### src/rtl/p2p_params.svh
`ifndef P2P_PARAMS_SVH
`define P2P_PARAMS_SVH

// **********************************************************************
// channel widths
// **********************************************************************
`define P2P_DATA_W   64                 // cfg data beat
`define P2P_HEAD_W   128                // cfg request head
`define P2P_UHEAD_W  64                 // forward (upper) head

// **********************************************************************
// table entry fields and geometry
// **********************************************************************
`define DEV_NUM_W    8                  // device number
`define DEV_TYPE_W   4                  // device type
`define BAR_ADDR_W   50                 // bar payload base, addr[63:14]
`define TAB_AW       4                  // 16 entries

// table window in cfg space, bits 19:TAB_AW+4 compared
`define TAB_WIN_BASE 32'h000A_0000

`endif

### src/rtl/p2p_fwd_pkg.sv
`default_nettype none

`include "p2p_params.svh"

package p2p_fwd_pkg;

    // forward head, only meaningful on the first beat of a packet
    typedef struct packed {
        logic [`P2P_UHEAD_W-49:0] rsvd_hi;  // 63:48
        logic [`DEV_NUM_W-1:0]    dst_dev;  // 47:40, table index source
        logic [`DEV_NUM_W-1:0]    src_dev;  // 39:32
        logic [15:0]              rsvd_lo;  // 31:16
        logic [15:0]              byte_len; // 15:0
    } fwd_head_t;

    // one stored table word
    typedef struct packed {
        logic [`BAR_ADDR_W-1:0] bar_base;   // low 14 addr bits implied zero
        logic [`DEV_TYPE_W-1:0] dev_type;
        logic [`DEV_NUM_W-1:0]  dev_num;
    } tab_entry_t;

    // result handed to the dst processor
    typedef struct packed {
        logic                   hit;        // entry was written before
        logic [`BAR_ADDR_W-1:0] bar_base;
        logic [`DEV_TYPE_W-1:0] dev_type;
        logic [`DEV_NUM_W-1:0]  dev_num;
    } route_t;

endpackage

`default_nettype wire

### src/rtl/p2p_cfg_pkg.sv
`default_nettype none

`include "p2p_params.svh"

package p2p_cfg_pkg;

    // cfg request head
    // | 127   | 126:64 | 63:32 | 31:13 | 12:0     |
    // | is_wr | rsvd   | addr  | rsvd  | byte_len |
    typedef struct packed {
        logic                    is_wr;
        logic [`P2P_HEAD_W-66:0] rsvd_hi;   // 63 bits
        logic [31:0]             addr;      // bar0 offset
        logic [18:0]             rsvd_lo;
        logic [12:0]             byte_len;
    } cfg_head_t;

    // decoded table write
    typedef struct packed {
        logic                    en;        // single-cycle strobe
        logic [`TAB_AW-1:0]      idx;
        p2p_fwd_pkg::tab_entry_t entry;
    } tab_wr_t;

endpackage

`default_nettype wire

### src/rtl/cfg_decode.sv
`timescale 1ns/1ps
`default_nettype none

`include "p2p_params.svh"

// turns a taken cfg beat into a table write strobe, purely combinational
module cfg_decode (
    input  logic                   cfg_take,      // valid & ready this cycle
    input  p2p_cfg_pkg::cfg_head_t cfg_req_head,
    input  logic [`P2P_DATA_W-1:0] cfg_req_data,
    output p2p_cfg_pkg::tab_wr_t   tab_wr
);

    import p2p_fwd_pkg::*;

    localparam logic [31:0] WIN_BASE = `TAB_WIN_BASE;
    localparam int          IDX_LO   = 4;               // 16-byte entry stride
    localparam int          WIN_LO   = `TAB_AW + IDX_LO;

    logic       in_win;
    logic       is_wr;
    tab_entry_t entry;

    // ******************************************************************
    // address decode
    // ******************************************************************
    assign is_wr  = cfg_req_head.is_wr;
    assign in_win = (cfg_req_head.addr[19:WIN_LO] == WIN_BASE[19:WIN_LO]);

    // ******************************************************************
    // data word unpack
    // ******************************************************************
    // | 63:14    | 13:12 | 11:8     | 7:0     |
    // | bar_base | rsvd  | dev_type | dev_num |
    always_comb begin
        entry.dev_num  = cfg_req_data[`DEV_NUM_W-1:0];
        entry.dev_type = cfg_req_data[`DEV_TYPE_W+7:8];
        entry.bar_base = cfg_req_data[`P2P_DATA_W-1:`P2P_DATA_W-`BAR_ADDR_W];
    end

    // ******************************************************************
    // write strobe
    // ******************************************************************
    always_comb begin
        tab_wr.en    = cfg_take & is_wr & in_win;              // reads dropped here
        tab_wr.idx   = cfg_req_head.addr[WIN_LO-1:IDX_LO];     // entry index
        tab_wr.entry = entry;
    end

endmodule

`default_nettype wire

### src/rtl/dev_table_sram.sv
`timescale 1ns/1ps
`default_nettype none

// 1w1r table store, registered read, valid bit per entry
module dev_table_sram #(
    parameter type entry_t = p2p_fwd_pkg::tab_entry_t,
    parameter int  AW      = 4                          // depth = 2**AW
) (
    input  logic          clk,
    input  logic          rst_n,
    input  logic          wr_en,
    input  logic [AW-1:0] wr_idx,
    input  entry_t        wr_entry,
    input  logic          rd_en,
    input  logic [AW-1:0] rd_idx,
    output logic          rd_hit,      // entry was ever written
    output entry_t        rd_entry
);

    entry_t            mem [2**AW];
    logic [2**AW-1:0]  vld;

    // storage array, no reset on payload
    always_ff @(posedge clk) begin
        if (wr_en) mem[wr_idx] <= wr_entry;
        if (rd_en) rd_entry    <= mem[rd_idx];   // old data on same-index collision
    end

    always_ff @(posedge clk or negedge rst_n) begin
        if (!rst_n) begin
            vld    <= '0;                        // table empty after reset
            rd_hit <= 1'b0;
        end else begin
            if (wr_en) vld[wr_idx] <= 1'b1;
            if (rd_en) rd_hit      <= vld[rd_idx];  // held between reads
        end
    end

endmodule

`default_nettype wire

### src/rtl/fwd_ctrl.sv
`timescale 1ns/1ps
`default_nettype none

// sop tracking on the monitored forward stream, lookup issue,
// cfg arbitration and the route valid flag
module fwd_ctrl (
    input  logic clk,
    input  logic rst_n,

    // cfg channel handshake
    input  logic cfg_req_valid,
    output logic cfg_req_ready,
    output logic cfg_take,          // cfg beat accepted this cycle

    // forward stream, observed only
    input  logic upper_valid,
    input  logic upper_last,
    input  logic upper_ready,       // owned by downstream consumer
    output logic lookup,            // table read strobe

    // result handshake
    input  logic is_ready,
    output logic route_valid
);

    logic beat;                     // a forward beat moves
    logic sop;                      // next beat starts a packet

    assign beat = upper_valid & upper_ready;

    // ******************************************************************
    // start of packet flag
    // ******************************************************************
    always_ff @(posedge clk or negedge rst_n) begin
        if (!rst_n) begin
            sop <= 1'b1;            // first beat after reset is a head
        end else if (beat & upper_last) begin
            sop <= 1'b1;
        end else if (beat) begin
            sop <= 1'b0;            // mid-packet from here
        end
    end

    assign lookup = sop & beat;     // head beat handshake

    // ******************************************************************
    // cfg arbitration
    // ******************************************************************
    // lookup has priority so a write never collides with a read
    assign cfg_req_ready = ~lookup;
    assign cfg_take      = cfg_req_valid & cfg_req_ready;

    // ******************************************************************
    // route valid, one cycle after lookup
    // ******************************************************************
    always_ff @(posedge clk or negedge rst_n) begin
        if (!rst_n) begin
            route_valid <= 1'b0;
        end else if (lookup) begin
            route_valid <= 1'b1;    // new result, overwrites any unconsumed one
        end else if (is_ready) begin
            route_valid <= 1'b0;    // consumed
        end
    end

endmodule

`default_nettype wire

### src/rtl/dev2addr_top.sv
`timescale 1ns/1ps
`default_nettype none

`include "p2p_params.svh"

// device number -> bar address lookup stage
module dev2addr_top (
    input  logic                   clk,
    input  logic                   rst_n,

    // ******************************************************************
    // cfg channel in
    // ******************************************************************
    input  logic                   cfg_req_valid,
    input  logic                   cfg_req_last,    // always set, single-beat cfg
    input  logic [`P2P_DATA_W-1:0] cfg_req_data,
    input  p2p_cfg_pkg::cfg_head_t cfg_req_head,
    output logic                   cfg_req_ready,

    // ******************************************************************
    // forward channel, monitored
    // ******************************************************************
    input  logic                   upper_valid,
    input  logic                   upper_last,
    input  p2p_fwd_pkg::fwd_head_t upper_head,
    input  logic                   upper_ready,

    // ******************************************************************
    // route result out
    // ******************************************************************
    output logic                   route_valid,
    output p2p_fwd_pkg::route_t    route,
    input  logic                   is_ready
);

    import p2p_cfg_pkg::*;
    import p2p_fwd_pkg::*;

    logic               cfg_take;
    logic               lookup;
    logic [`TAB_AW-1:0] rd_idx;
    logic               rd_hit;
    tab_wr_t            tab_wr;
    tab_entry_t         rd_entry;

    assign rd_idx = upper_head.dst_dev[`TAB_AW-1:0];   // low bits index the table

    fwd_ctrl u_ctrl (
        .clk           (clk),
        .rst_n         (rst_n),
        .cfg_req_valid (cfg_req_valid),
        .cfg_req_ready (cfg_req_ready),
        .cfg_take      (cfg_take),
        .upper_valid   (upper_valid),
        .upper_last    (upper_last),
        .upper_ready   (upper_ready),
        .lookup        (lookup),
        .is_ready      (is_ready),
        .route_valid   (route_valid)
    );

    cfg_decode u_cfg (
        .cfg_take     (cfg_take),
        .cfg_req_head (cfg_req_head),
        .cfg_req_data (cfg_req_data),
        .tab_wr       (tab_wr)
    );

    dev_table_sram #(
        .entry_t (tab_entry_t),
        .AW      (`TAB_AW)
    ) u_tab (
        .clk      (clk),
        .rst_n    (rst_n),
        .wr_en    (tab_wr.en),
        .wr_idx   (tab_wr.idx),
        .wr_entry (tab_wr.entry),
        .rd_en    (lookup),
        .rd_idx   (rd_idx),
        .rd_hit   (rd_hit),
        .rd_entry (rd_entry)
    );

    // result pack, valid qualified by route_valid
    assign route = '{hit:      rd_hit,
                     bar_base: rd_entry.bar_base,
                     dev_type: rd_entry.dev_type,
                     dev_num:  rd_entry.dev_num};

endmodule

`default_nettype wire

### config.mk
export PLATFORM = sky130hd
export DESIGN_NAME = dev2addr_top
export DESIGN_NICKNAME = d
export VERILOG_FILES = /design/src/rtl/p2p_fwd_pkg.sv /design/src/rtl/p2p_cfg_pkg.sv /design/src/rtl/cfg_decode.sv /design/src/rtl/dev_table_sram.sv /design/src/rtl/fwd_ctrl.sv /design/src/rtl/dev2addr_top.sv
export VERILOG_INCLUDE_DIRS = /design/src /design/src/rtl
export SDC_FILE = /design/constraint.sdc
export NUM_CORES = 1
export LEC_CHECK = 0
export ABC_AREA = 1
export BUFFER_PORTS_ARGS = -buffer_cell sky130_fd_sc_hd__buf_2
export CAP_MARGIN = 20
export CORE_MARGIN = 10
export CORE_UTILIZATION = 35
export CTS_BUF_LIST = sky130_fd_sc_hd__clkbuf_8
export DETAILED_ROUTE_END_ITERATION = 10
export SLEW_MARGIN = 25
export SYNTH_ARGS = -nofsm -noshare
export SYNTH_HDL_FRONTEND = slang
export SYNTH_SLANG_ARGS = --single-unit
### constraint.sdc
create_clock -name clk -period 7.5 [get_ports clk]
set_clock_uncertainty 0.05 [all_clocks]
set_input_delay 0.375 -clock clk [delete_from_list [all_inputs] [get_ports clk]]
set_output_delay 0.375 -clock clk [all_outputs]
set_load 0.1 [all_outputs]
==> results by group, run 1 <==
Run status
  • Status: completed

Clocking
  • CTS Hold Bufs: 78
  • CTS max path bufs: 3
  • Worst-skew pair later-pin latency: 0.83 ns
  • H-tree depth: 4
  • Post-CTS Resized: 0
  • Clock sinks: 1,073
  • Clock slew at reported path FFs: 0.06 ns
  • CTS tree: built
  • CTS Buf Count: 177
  • Post CTS Setup Buffer Count: 0
  • Root buf cell: clkbuf_8

Final layout
  • Area of the multi-input gates: 0.00860 mm²
  • FILL cells: 10,925
  • Layout area overhead: 14.8%
  • Non-Filler Instances: 5,007
  • Reg area: 0.0321 mm²
  • Nets: 3,597
  • Share of cells above drive strength 1: 12.3%
  • Post-layout util: 40.6%

Worst hold path
  • Worst min-delay path class: in2reg

GRT
  • Largest net degree at the start of global routing: 240
  • Total GRT Usage: 15.5%
  • First-pass GRT wire length: 158,000 µm
  • Initial antenna violation count: 9
  • Gr ovfl total: 0
  • Vias in the first global route: 24,800

Drt
  • WL/cell: 21.2 µm
  • DR vias: 25,580
  • Pre-Repair DR Iteration Count: 5
  • DRT iter0 DRCs: 2,682
  • Post-route DRC: 0
  • Vias per Instance: 5.11
  • Final wirelength: 106,000 µm
  • Final ANT Viol Nets: 0

Timing
  • Period utilization: 55.9%
  • Minimum hold slack: 0.0875 ns
  • Rel. slew slack: 22.7%
  • Final Hold Fails: 0
  • Unrepaired setup endpoints after global routing: no
  • Fmax achieved: 239 MHz
  • Final setup viols: 0
  • Minimum clock period: 4.19 ns
  • Slew @ Worst Pin: 1.16 ns
  • Final slew viol count: 0
  • Sum Neg Setup Slack: 0 ns

Power and ir drop
  • LEAKAGE: 15.7 nW
  • Power Density: 251 mW/mm²
  • Pwr Total: 12.0 mW
  • Peak VDD IR: 0.167 mV

Synthesis
  • Synth Cell Area: 0.0418 mm²
  • Post-Syn Instances: 3,080
  • Avg Cell Area, Syn: 13.6 µm²
  • #FFs+latches synth: 1,073
  • Synth cell count leaders: edfxtp_1 (1,054), nor2_1 (772), o21ai_0 (314), o211ai_1 (248), o21ai_1 (183)
  • Largest area contributor in the synthesized netlist: edfxtp_1
  • YS warnings: 0
  • Synth unique cells: 22
  • Synth Flop Type: edfxtp_1
  • Syn Nets: 3,344
  • Async set-reset flop share out of synthesis: 1.77%
  • Register area share after synthesis: 76.9%
  • Post-synth EDFFs: 1,054
  • Top-count cell post-synth: edfxtp_1
  • Synth area leaders: edfxtp_1 (76%), nor2_1 (6.9%), o211ai_1 (4.5%)
  • Area fraction of the dominant cell type after synthesis: 75.8%

Worst setup path
  • Data arrival, critical path: 4.59 ns
  • Worst EP required: 7.90 ns
  • CP Max Fanout: 33
  • Setup crit end kind: register
  • CP Launch Type: register
  • Critical path class: reg2reg

Job
  • MaxCap Viol Count: 0

Floorplanning
  • Die width: 365 µm
  • Die Ht: 365 µm
  • Die ar.: 0.134 mm²
  • Area of the core: 0.118 mm²
  • Initial core utilization: 35.3%
  • Site row count: 126
  • Ports: 329

Placement
  • DP HPWL: 50,200 µm
  • Port buffer count: 154
  • GP Congestion: 0.707
  • Dpl cells: 4,611
-- placed cells by master, fill, tap and decap left out, types with 4 or more instances in the layout --
cell type,n
edfxtp_1,1054
nor2_1,755
o21ai_0,314
o211ai_1,248
o21ai_1,183
clkbuf_8,180
buf_2,150
nand3_1,138
nand2_1,100
inv_1,88
dlygate4sd3_1,78
buf_4,44
clkinv_1,38
dfrtp_1,18
nor2_4,17
o21bai_1,16
clkinv_2,7
buf_12,6
diode_2,5
nor3_1,4
-- sequential cells by signal, indices dropped and copies added (netlist names) --
signal,cells
u_ctrl.route_valid,1
u_ctrl.sop,1
u_tab.mem,992
u_tab.rd_entry,62
u_tab.rd_hit,1
u_tab.vld,16
-- per-layer routing --
layer	track usage (%)	part of all wire, %	vias to the layer above
met5	0	0.034	-
met4	4.53	2.0	6
met3	3.29	6.3	162
met2	25.2	48	819
met1	21.0	44	12687
li1	-	-	11906
-- through the flow --
step	setup WS [ns]	area (µm²)
finish	3.31	48000
global route	3.20	48000
CTS	3.30	47900
detailed placement	3.15	44000
global placement	3.07	44000
floorplan	2.16	41800
-- worst max-delay path, stage by stage (launching register included) --
cell     delay (ns)
dfstp_2        0.35
inv_1          0.10
nor2_4         0.05
buf_4          0.30
nor3_1         0.73
nand3_1        0.67
nor2_4         0.88
buf_4          0.64
-- report_power, final --
part	total, mW	internal, mW	switching (mW)	leakage, nW
registers	6.62	6.61	0.00591	9.75
logic	0.765	0.190	0.576	4.14
clock network	4.65	2.33	2.32	1.86
-- worst paths after layout --
| kind | startpoint | end | slack [ns] | cells after the start |
|---|---|---|---|---|
| worst min register to register | u_tab.vld[11]$_DFFE_PN0P_ | u_tab.vld[11]$_DFFE_PN0P_ | 0.42 | 1 |
| worst max-delay path | u_ctrl.sop$_DFFE_PN1P_ | u_tab.mem[8][52]$_DFFE_PP_ | 3.31 | 7 |
| worst max register to register | u_ctrl.sop$_DFFE_PN1P_ | u_tab.mem[8][52]$_DFFE_PP_ | 3.31 | 7 |
| max in group asynchronous | rst_n | u_tab.rd_hit$_DFFE_PN0N_ | 5.55 | 4 |
| worst min-delay path | cfg_req_valid | u_tab.vld[6]$_DFFE_PN0P_ | 0.09 | 5 |
| min in group asynchronous | rst_n | u_ctrl.sop$_DFFE_PN1P_ | 0.55 | 3 |
-- logic make-up after synthesis --
logic type / Yosys count / synth area share [%]
buf+inv: 228 / 2.79
flops: 1073 / 76.9
simple gates: 1017 / 9.58
compound gates: 762 / 10.7
-- layout make-up --
| type | count | area share, % |
|---|---|---|
| Antenna cell | 5 | 0.0261 |
| Clock buffer | 180 | 5.17 |
| Clock inverter | 132 | 1.42 |
| Inverter | 20 | 0.206 |
| Multi-Input combinational cell | 1779 | 17.9 |
| Sequential cell | 1073 | 67.0 |
| Tap cell | 1536 | 4.01 |
| Timing Repair Buffer | 282 | 4.24 |
Power figures use the tool's default switching activity.
==> run 2, diff against run 1 <==
Settings changed: ABC_AREA 1 to 0.
Clock period 7.5 ns to 3.5 ns, I/O delays scaled along.
==> run 2 against run 1 <==
Compared with the run above: total power up 110%; critical path type is now reg2out; count of clock-buffer cells in the layout down 4; area after synthesis down 4.2%; highest routed layer unchanged.
==> results by group, run 2 <==
Timing
  • Final Hold Fails: 0 (unchanged)
  • Slew @ Worst Pin: 0.874 ns (-0.285 ns)
  • Period utilization: 83.9%
  • Minimum clock period: 2.93 ns
  • Final Worst Setup Slack: 0.565 ns (-2.74 ns)
  • Fmax achieved: 341 MHz
  • Unrepaired setup endpoints after global routing: no
  • Rel. slew slack: 41.5% (+19 points)
  • Final setup viols: 0 (unchanged)
  • Final slew viol count: 0 (unchanged)

Clocking
  • CTS max path bufs: 3 (unchanged)
  • Post CTS Setup Buffer Count: 0 (unchanged)
  • Root buf cell: clkbuf_8
  • Post-CTS Resized: 0 (unchanged)
  • Clock sinks: 1,073 (unchanged)
  • CTS Hold Bufs: 72 (-7.7%)
  • Clock slew at reported path FFs: 0.06 ns (about the same)
  • CTS Buf Count: 174 (-1.7%)
  • H-tree depth: 4 (unchanged)
  • Worst-skew pair later-pin latency: 0.83 ns (about the same)
  • CTS tree: built

Worst setup path
  • Critical path's slowest cell: and3_4
  • Flop2flop setup slack: 1.18 ns (-2.13 ns)
  • Setup crit start: u_ctrl.sop$_DFFE_PN1P_
  • CP Max Fanout: 32 (-3.0%)
  • Largest delay contributor family on the critical path: simple AND/OR/NAND/NOR gates
  • R2R cell count: 2 (-5)
  • Critical path, cell by cell: and3_4 -> inv_1 -> buf_2
  • CP Launch Type: register
  • Worst EP required: 3.27 ns (-4.63 ns)
  • Crit path depth: 3 (-4)
  • R2R Path Start: u_ctrl.sop$_DFFE_PN1P_
  • Setup crit end kind: primary output
  • Critical path's largest stage delay: 0.69 ns (-0.19 ns)
  • Worst path bufs/invs: 2 (-1)
  • Critical path class: reg2out
  • Data arrival, critical path: 2.71 ns (-1.88 ns)

Power and ir drop
  • LEAKAGE: 15.0 nW (-4.6%)
  • Pwr Total: 25.3 mW (+110%)
  • Power Density: 538 mW/mm² (+110%)
  • Peak VDD IR: 0.322 mV (+93%)

Synthesis
  • #FFs+latches synth: 1,073 (unchanged)
  • Synth cell count leaders: edfxtp_1 (1,054), mux4_2 (312), clkbuf_1 (37), buf_6 (20)
  • Multiplexer area fraction after synthesis: 17.7% (+18 points)
  • YS warnings: 0 (unchanged)
  • Register area share after synthesis: 80.3% (+3.4 points)
  • Synth Area in XOR/XNOR: 0% (unchanged)
  • Synth area leaders: edfxtp_1 (79%), mux4_2 (18%), dfrtp_1 (1.1%)
  • Syn Nets: 1,789 (-47%)
  • Top-count cell post-synth: edfxtp_1
  • Synth Cell Area: 0.0400 mm² (-4.2%)
  • Synth Area in Adders: 0% (unchanged)
  • Synth Flop Type: edfxtp_1
  • Synth unique cells: 27 (+23%)
  • Area fraction of the dominant cell type after synthesis: 79.1% (+3.3 points)
  • Post-synth EDFFs: 1,054 (unchanged)
  • Post-synthesis simple-gate area fraction: 0.785% (-8.8 points)
  • Largest family of logic cells by synthesized area: multiplexers
  • Largest area contributor in the synthesized netlist: edfxtp_1
  • Complex-gate fraction of the synthesized area: 0.0875% (-11 points)
  • Post-Syn Instances: 1,525 (-50%)
  • Async set-reset flop share out of synthesis: 1.77% (unchanged)
  • Avg Cell Area, Syn: 26.2 µm² (+94%)

GRT
  • Vias in the first global route: 19,805 (-20%)
  • Initial antenna violation count: 8 (-1)
  • Largest net degree at the start of global routing: 64 (-73%)
  • First-pass GRT wire length: 135,000 µm (-15%)
  • Total GRT Usage: 14.5% (-1.1 points)
  • Gr ovfl total: 0 (unchanged)

Drt
  • WL/cell: 26.3 µm (+24%)
  • Final ANT Viol Nets: 0 (unchanged)
  • DRT iter0 DRCs: 1,588 (-41%)
  • Final wirelength: 92,700 µm (-13%)
  • Vias per Instance: 5.12 (+0.20%)
  • Post-route DRC: 0 (unchanged)
  • DR vias: 18,076 (-29%)
  • Pre-Repair DR Iteration Count: 5 (unchanged)

Final layout
  • Top Registers: u_tab.mem (992), u_tab.rd_entry (62), u_tab.vld (16)
  • Largest register FFs: 992 (unchanged)
  • Layout area overhead: 17.7%
  • Most flops, register: u_tab.mem
  • FILL cells: 9,769 (-11%)
  • Share of cells above drive strength 1: 37.2% (+25 points)
  • Nets: 2,175 (-40%)
  • Post-layout util: 41.7% (+1.1 points)
  • Commonest non-fill, non-tap cells in the layout: edfxtp_1 (1,054), mux4_2 (312), clkbuf_8 (176)
  • Commonest non-fill, non-tap cell in the layout: edfxtp_1

Floorplanning
  • Die ar.: 0.128 mm² (-4.0%)
  • Site row count: 123 (-2.4%)
  • Die width: 358 µm (-2.0%)
  • Die Ht: 358 µm (-2.0%)
  • Initial core utilization: 35.4% (+0.10 points)
  • Area of the core: 0.113 mm² (-4.5%)
  • Ports: 329 (unchanged)

Placement
  • GP Congestion: 0.692 (-2.1%)
  • Port buffer count: 154 (unchanged)
  • DP HPWL: 47,200 µm (-5.9%)
  • Pre-CTS setup slack: 0.918 ns (-2.23 ns)

Run status
  • Status: completed

Worst hold path
  • Hold Crit Depth: 2 (-3)
  • Hold path start: upper_valid
  • Worst min-delay path class: in2reg

Job
  • MaxCap Viol Count: 0 (unchanged)
run 2: changes by cell type in the layout (fill, tap and decap cells not counted), moves of 11 or more:
cell      delta
nand3_1    -136
nand2_1     -97
buf_12      +21
o21ai_1    -183
buf_4       -11
nor4_4      +16
o21bai_1    -16
nor2_1     -753
o211ai_1   -248
inv_1       -32
nor2_4      -17
mux4_2     +312
o21ai_0    -312
run 2: metal layers:
layer | global-route usage [%] | up-vias | part of all wire [%]
li1 | - | 7470 | -
met1 | 19.5 | 9918 | 43
met2 | 23.6 | 539 | 50
met3 | 3.09 | 141 | 5.4
met4 | 4.28 | 8 | 1.9
met5 | 0 | - | 0.057
run 2: cells by family (layout without fill, tap and decap cells):
family | after synthesis | after routing
AO/OA/AOI/OAI | 5 | 5
buffers and inverters | 78 | 583
flip-flops | 1073 | 1073
multiplexers | 317 | 317
other | 0 | 1
AND/OR/NAND/NOR | 52 | 52
run 2: cell type report:
cell class                      instances  area (µm²)  share of cell area (%)
Tap cell                             1500        1880                    3.98
Multi-Input combinational cell        374        7670                    16.3
Inverter                                3        11.3                  0.0239
Clock buffer                          176        2420                    5.14
Timing Repair Buffer                  285        2300                    4.89
Sequential cell                      1073       32100                    68.2
Clock inverter                        119         688                    1.46
Antenna cell                            1        2.50                 0.00531
run 2: through the flow:
stage	TNS [ns]	hold slack [ns]	cells	cell area [µm²]
2_1_floorplan	-660.01	-0.171	1525	40200
3_3_place_gp	0	0.0714	3163	43300
3_5_place_dp	0	0.0897	3163	43300
4_1_cts	0	0.00302	3530	47100
5_1_grt	0	0.0619	3531	47100
6_report	0	0.0739	3531	47100
run 2: report_power, final:
part           switching [mW]  internal (mW)
clock                    4.76           5.05
combinational           0.837          0.513
sequential             0.0218           14.2
run 2: path summary, 6_finish.rpt:
check	end
setup reg to reg	u_tab.rd_entry[19]$_DFFE_PN_
hold reg to reg	u_tab.vld[1]$_DFFE_PN0P_
hold / removal	u_tab.rd_entry[53]$_DFFE_PN_
min in group asynchronous	u_ctrl.route_valid$_DFFE_PN0P_
setup / recovery	cfg_req_ready
max in group asynchronous	u_tab.vld[7]$_DFFE_PN0P_
run 2: worst reg2reg max path, cell delays in order (launching register included):
cell and delay (ns):
dfstp_2 0.53, and3_4 0.69, buf_4 0.64
==> run 3, diff against run 2 <==
Clock period 3.5 ns to 2.9 ns, I/O delays scaled along.
==> run 3 against run 2 <==
Compared with the run above: combinational power rose by 24%; flip-flop and latch count did not move; global-route usage fell by 0.076 points; first-iteration DRC count fell by 1.6%; routed wire length fell by 0.53%; critical path depth did not move.
==> results by group, run 3 (synthesis results as in run 2) <==
GRT
  • Total GRT Usage: 14.4% (-0.076 points)
  • Largest net degree at the start of global routing: 57 (-11%)
  • Vias in the first global route: 19,657 (-0.75%)
  • Gr ovfl total: 0 (unchanged)
  • First-pass GRT wire length: 134,000 µm (-0.37%)
  • Initial antenna violation count: 15 (+7)

Worst setup path
  • Reg2reg end: u_tab.mem[10][19]$_DFFE_PP_
  • Critical path class: reg2out
  • Setup crit start: u_ctrl.sop$_DFFE_PN1P_
  • Critical Path Sink: cfg_req_ready
  • R2R cell count: 4 (+2)
  • Data arrival, critical path: 2.09 ns (-0.62 ns)
  • CP Launch Type: register
  • Worst EP required: 2.71 ns (-0.56 ns)
  • R2R Path Start: u_ctrl.sop$_DFFE_PN1P_
  • Flop2flop setup slack: 0.65 ns (-0.53 ns)
  • Setup crit end kind: primary output
  • CP Max Fanout: 4 (-88%)

Floorplanning
  • Site row count: 123 (unchanged)
  • Die width: 358 µm (unchanged)
  • Area of the core: 0.113 mm² (unchanged)
  • Ports: 329 (unchanged)
  • Die Ht: 358 µm (unchanged)
  • Initial core utilization: 35.4% (unchanged)
  • Die ar.: 0.128 mm² (unchanged)

Drt
  • Post-route DRC: 0 (unchanged)
  • WL/cell: 26.0 µm (-0.87%)
  • Vias per Instance: 5.09 (-0.64%)
  • DRT iter0 DRCs: 1,563 (-1.6%)
  • Pre-Repair DR Iteration Count: 5 (unchanged)
  • DR vias: 18,021 (-0.30%)
  • Final ANT Viol Nets: 0 (unchanged)
  • Final wirelength: 92,200 µm (-0.53%)

Clocking
  • Post-CTS Resized: 0 (unchanged)
  • CTS Buf Count: 167 (-4.0%)
  • Clock slew at reported path FFs: 0.07 ns (about the same)
  • Root buf cell: clkbuf_8
  • Worst-skew pair later-pin latency: 0.82 ns (about the same)
  • CTS max path bufs: 3 (unchanged)
  • Clock sinks: 1,073 (unchanged)
  • H-tree depth: 4 (unchanged)
  • CTS tree: built

Final layout
  • Post-layout util: 41.8% (+0.11 points)
  • Commonest non-fill, non-tap cell in the layout: edfxtp_1
  • Most flops, register: u_tab.mem
  • Top Registers: u_tab.mem (992), u_tab.rd_entry (62), u_tab.vld (16)
  • Largest register FFs: 992 (unchanged)
  • Share of cells above drive strength 1: 37.4% (+0.20 points)
  • Layout area overhead: 18.0%
  • Commonest non-fill, non-tap cells in the layout: edfxtp_1 (1,054), mux4_2 (312), clkbuf_8 (170)
  • Nets: 2,181 (+0.28%)
  • FILL cells: 9,703 (-0.68%)

Timing
  • Fmax achieved: 438 MHz
  • Period utilization: 78.7%
  • Slew @ Worst Pin: 0.704 ns (-0.170 ns)
  • Final Worst Setup Slack: 0.617 ns (+0.0517 ns)
  • Unrepaired setup endpoints after global routing: no
  • Minimum clock period: 2.28 ns
  • Sum Neg Setup Slack: 0 ns (unchanged)
  • Final setup viols: 0 (unchanged)
  • Rel. slew slack: 53.1% (+12 points)
  • Final slew viol count: 0 (unchanged)
  • Final Hold Fails: 0 (unchanged)

Power and ir drop
  • LEAKAGE: 15.0 nW (about the same)
  • Peak VDD IR: 0.320 mV (-0.69%)
  • Power Density: 636 mW/mm² (+18%)

Job
  • MaxCap Viol Count: 0 (unchanged)

Run status
  • Status: completed

Worst hold path
  • Worst min-delay path class: in2reg

Placement
  • Pre-CTS setup slack: 0.548 ns (-0.370 ns)
  • Port buffer count: 154 (unchanged)
  • DP HPWL: 48,400 µm (+2.6%)
  • GP Congestion: 0.724 (+4.6%)
-- run 3: cell types whose count changed in the layout (fill, tap and decap cells not counted), moves of 4 or more --
cell / change
buf_12: +16
buf_4: -6
bufinv_16: -4
clkbuf_8: -6
clkinvlp_4: +4
diode_2: +4
-- run 3: what timing repair did --
action	CTS	global route
endpoints found under the setup margin	1	0
setup buffers	1	0
endpoints found under the hold margin	1038	18
hold buffers	73	1
-- run 3: routing by layer --
layer  vias up  global-route usage (%)  wire length, µm
li1       7499                       -                -
met1      9819                    19.5            40000
met2       532                    23.2            45200
met3       149                    3.70             5500
met4        22                    3.78             1410
met5         -                       0              149
-- run 3: cell type report --
class,instances,area [µm²],share of cell area [%]
Sequential cell,1073,32100,68.0
Multi-Input combinational cell,375,7690,16.3
Timing Repair Buffer,297,2590,5.49
Clock buffer,170,2340,4.95
Tap cell,1500,1880,3.97
Clock inverter,120,576,1.22
Antenna cell,5,12.5,0.0265
Inverter,3,11.3,0.0238
-- run 3: power by group --
group	internal, mW	switching [mW]
Clock	5.55	5.68
Combinational	0.642	1.03
Sequential	17.1	0.0320
-- run 3: stage by stage --
stage / std cells / hold WS [ns] / area, µm² / total power [mW]
after floorplan: 1525 / -0.201 / 40300 / 18.5
after global placement: 3172 / 0.0509 / 43500 / 19.0
after detailed placement: 3172 / 0.0700 / 43500 / 19.0
after CTS: 3537 / 0.00763 / 47200 / 30.4
after global routing: 3542 / 0.0694 / 47200 / 31.2
final: 3543 / 0.102 / 47200 / 30.0
-- run 3: critical path: stages, from the launching register on --
cell and delay [ns]:
dfstp_2 0.62, and3_4 0.21, inv_1 0.11, buf_2 0.32
-- run 3: how the worst min path moves through the flow --
stage | startpoint | endpoint | slack [ns] | cells after the start
after global routing | cfg_req_head[37] | u_tab.mem[8][13]$_DFFE_PP_ | 0.07 | 4
after detailed placement | rst_n | u_ctrl.route_valid$_DFFE_PN0P_ | 0.07 | 1
after CTS | cfg_req_head[37] | u_tab.mem[8][13]$_DFFE_PP_ | 0.008 | 4
after global placement | rst_n | u_ctrl.route_valid$_DFFE_PN0P_ | 0.05 | 1
after floorplan | rst_n | u_ctrl.route_valid$_DFFE_PN0P_ | -0.20 | 0
final | cfg_req_head[37] | u_tab.mem[8][13]$_DFFE_PP_ | 0.10 | 4
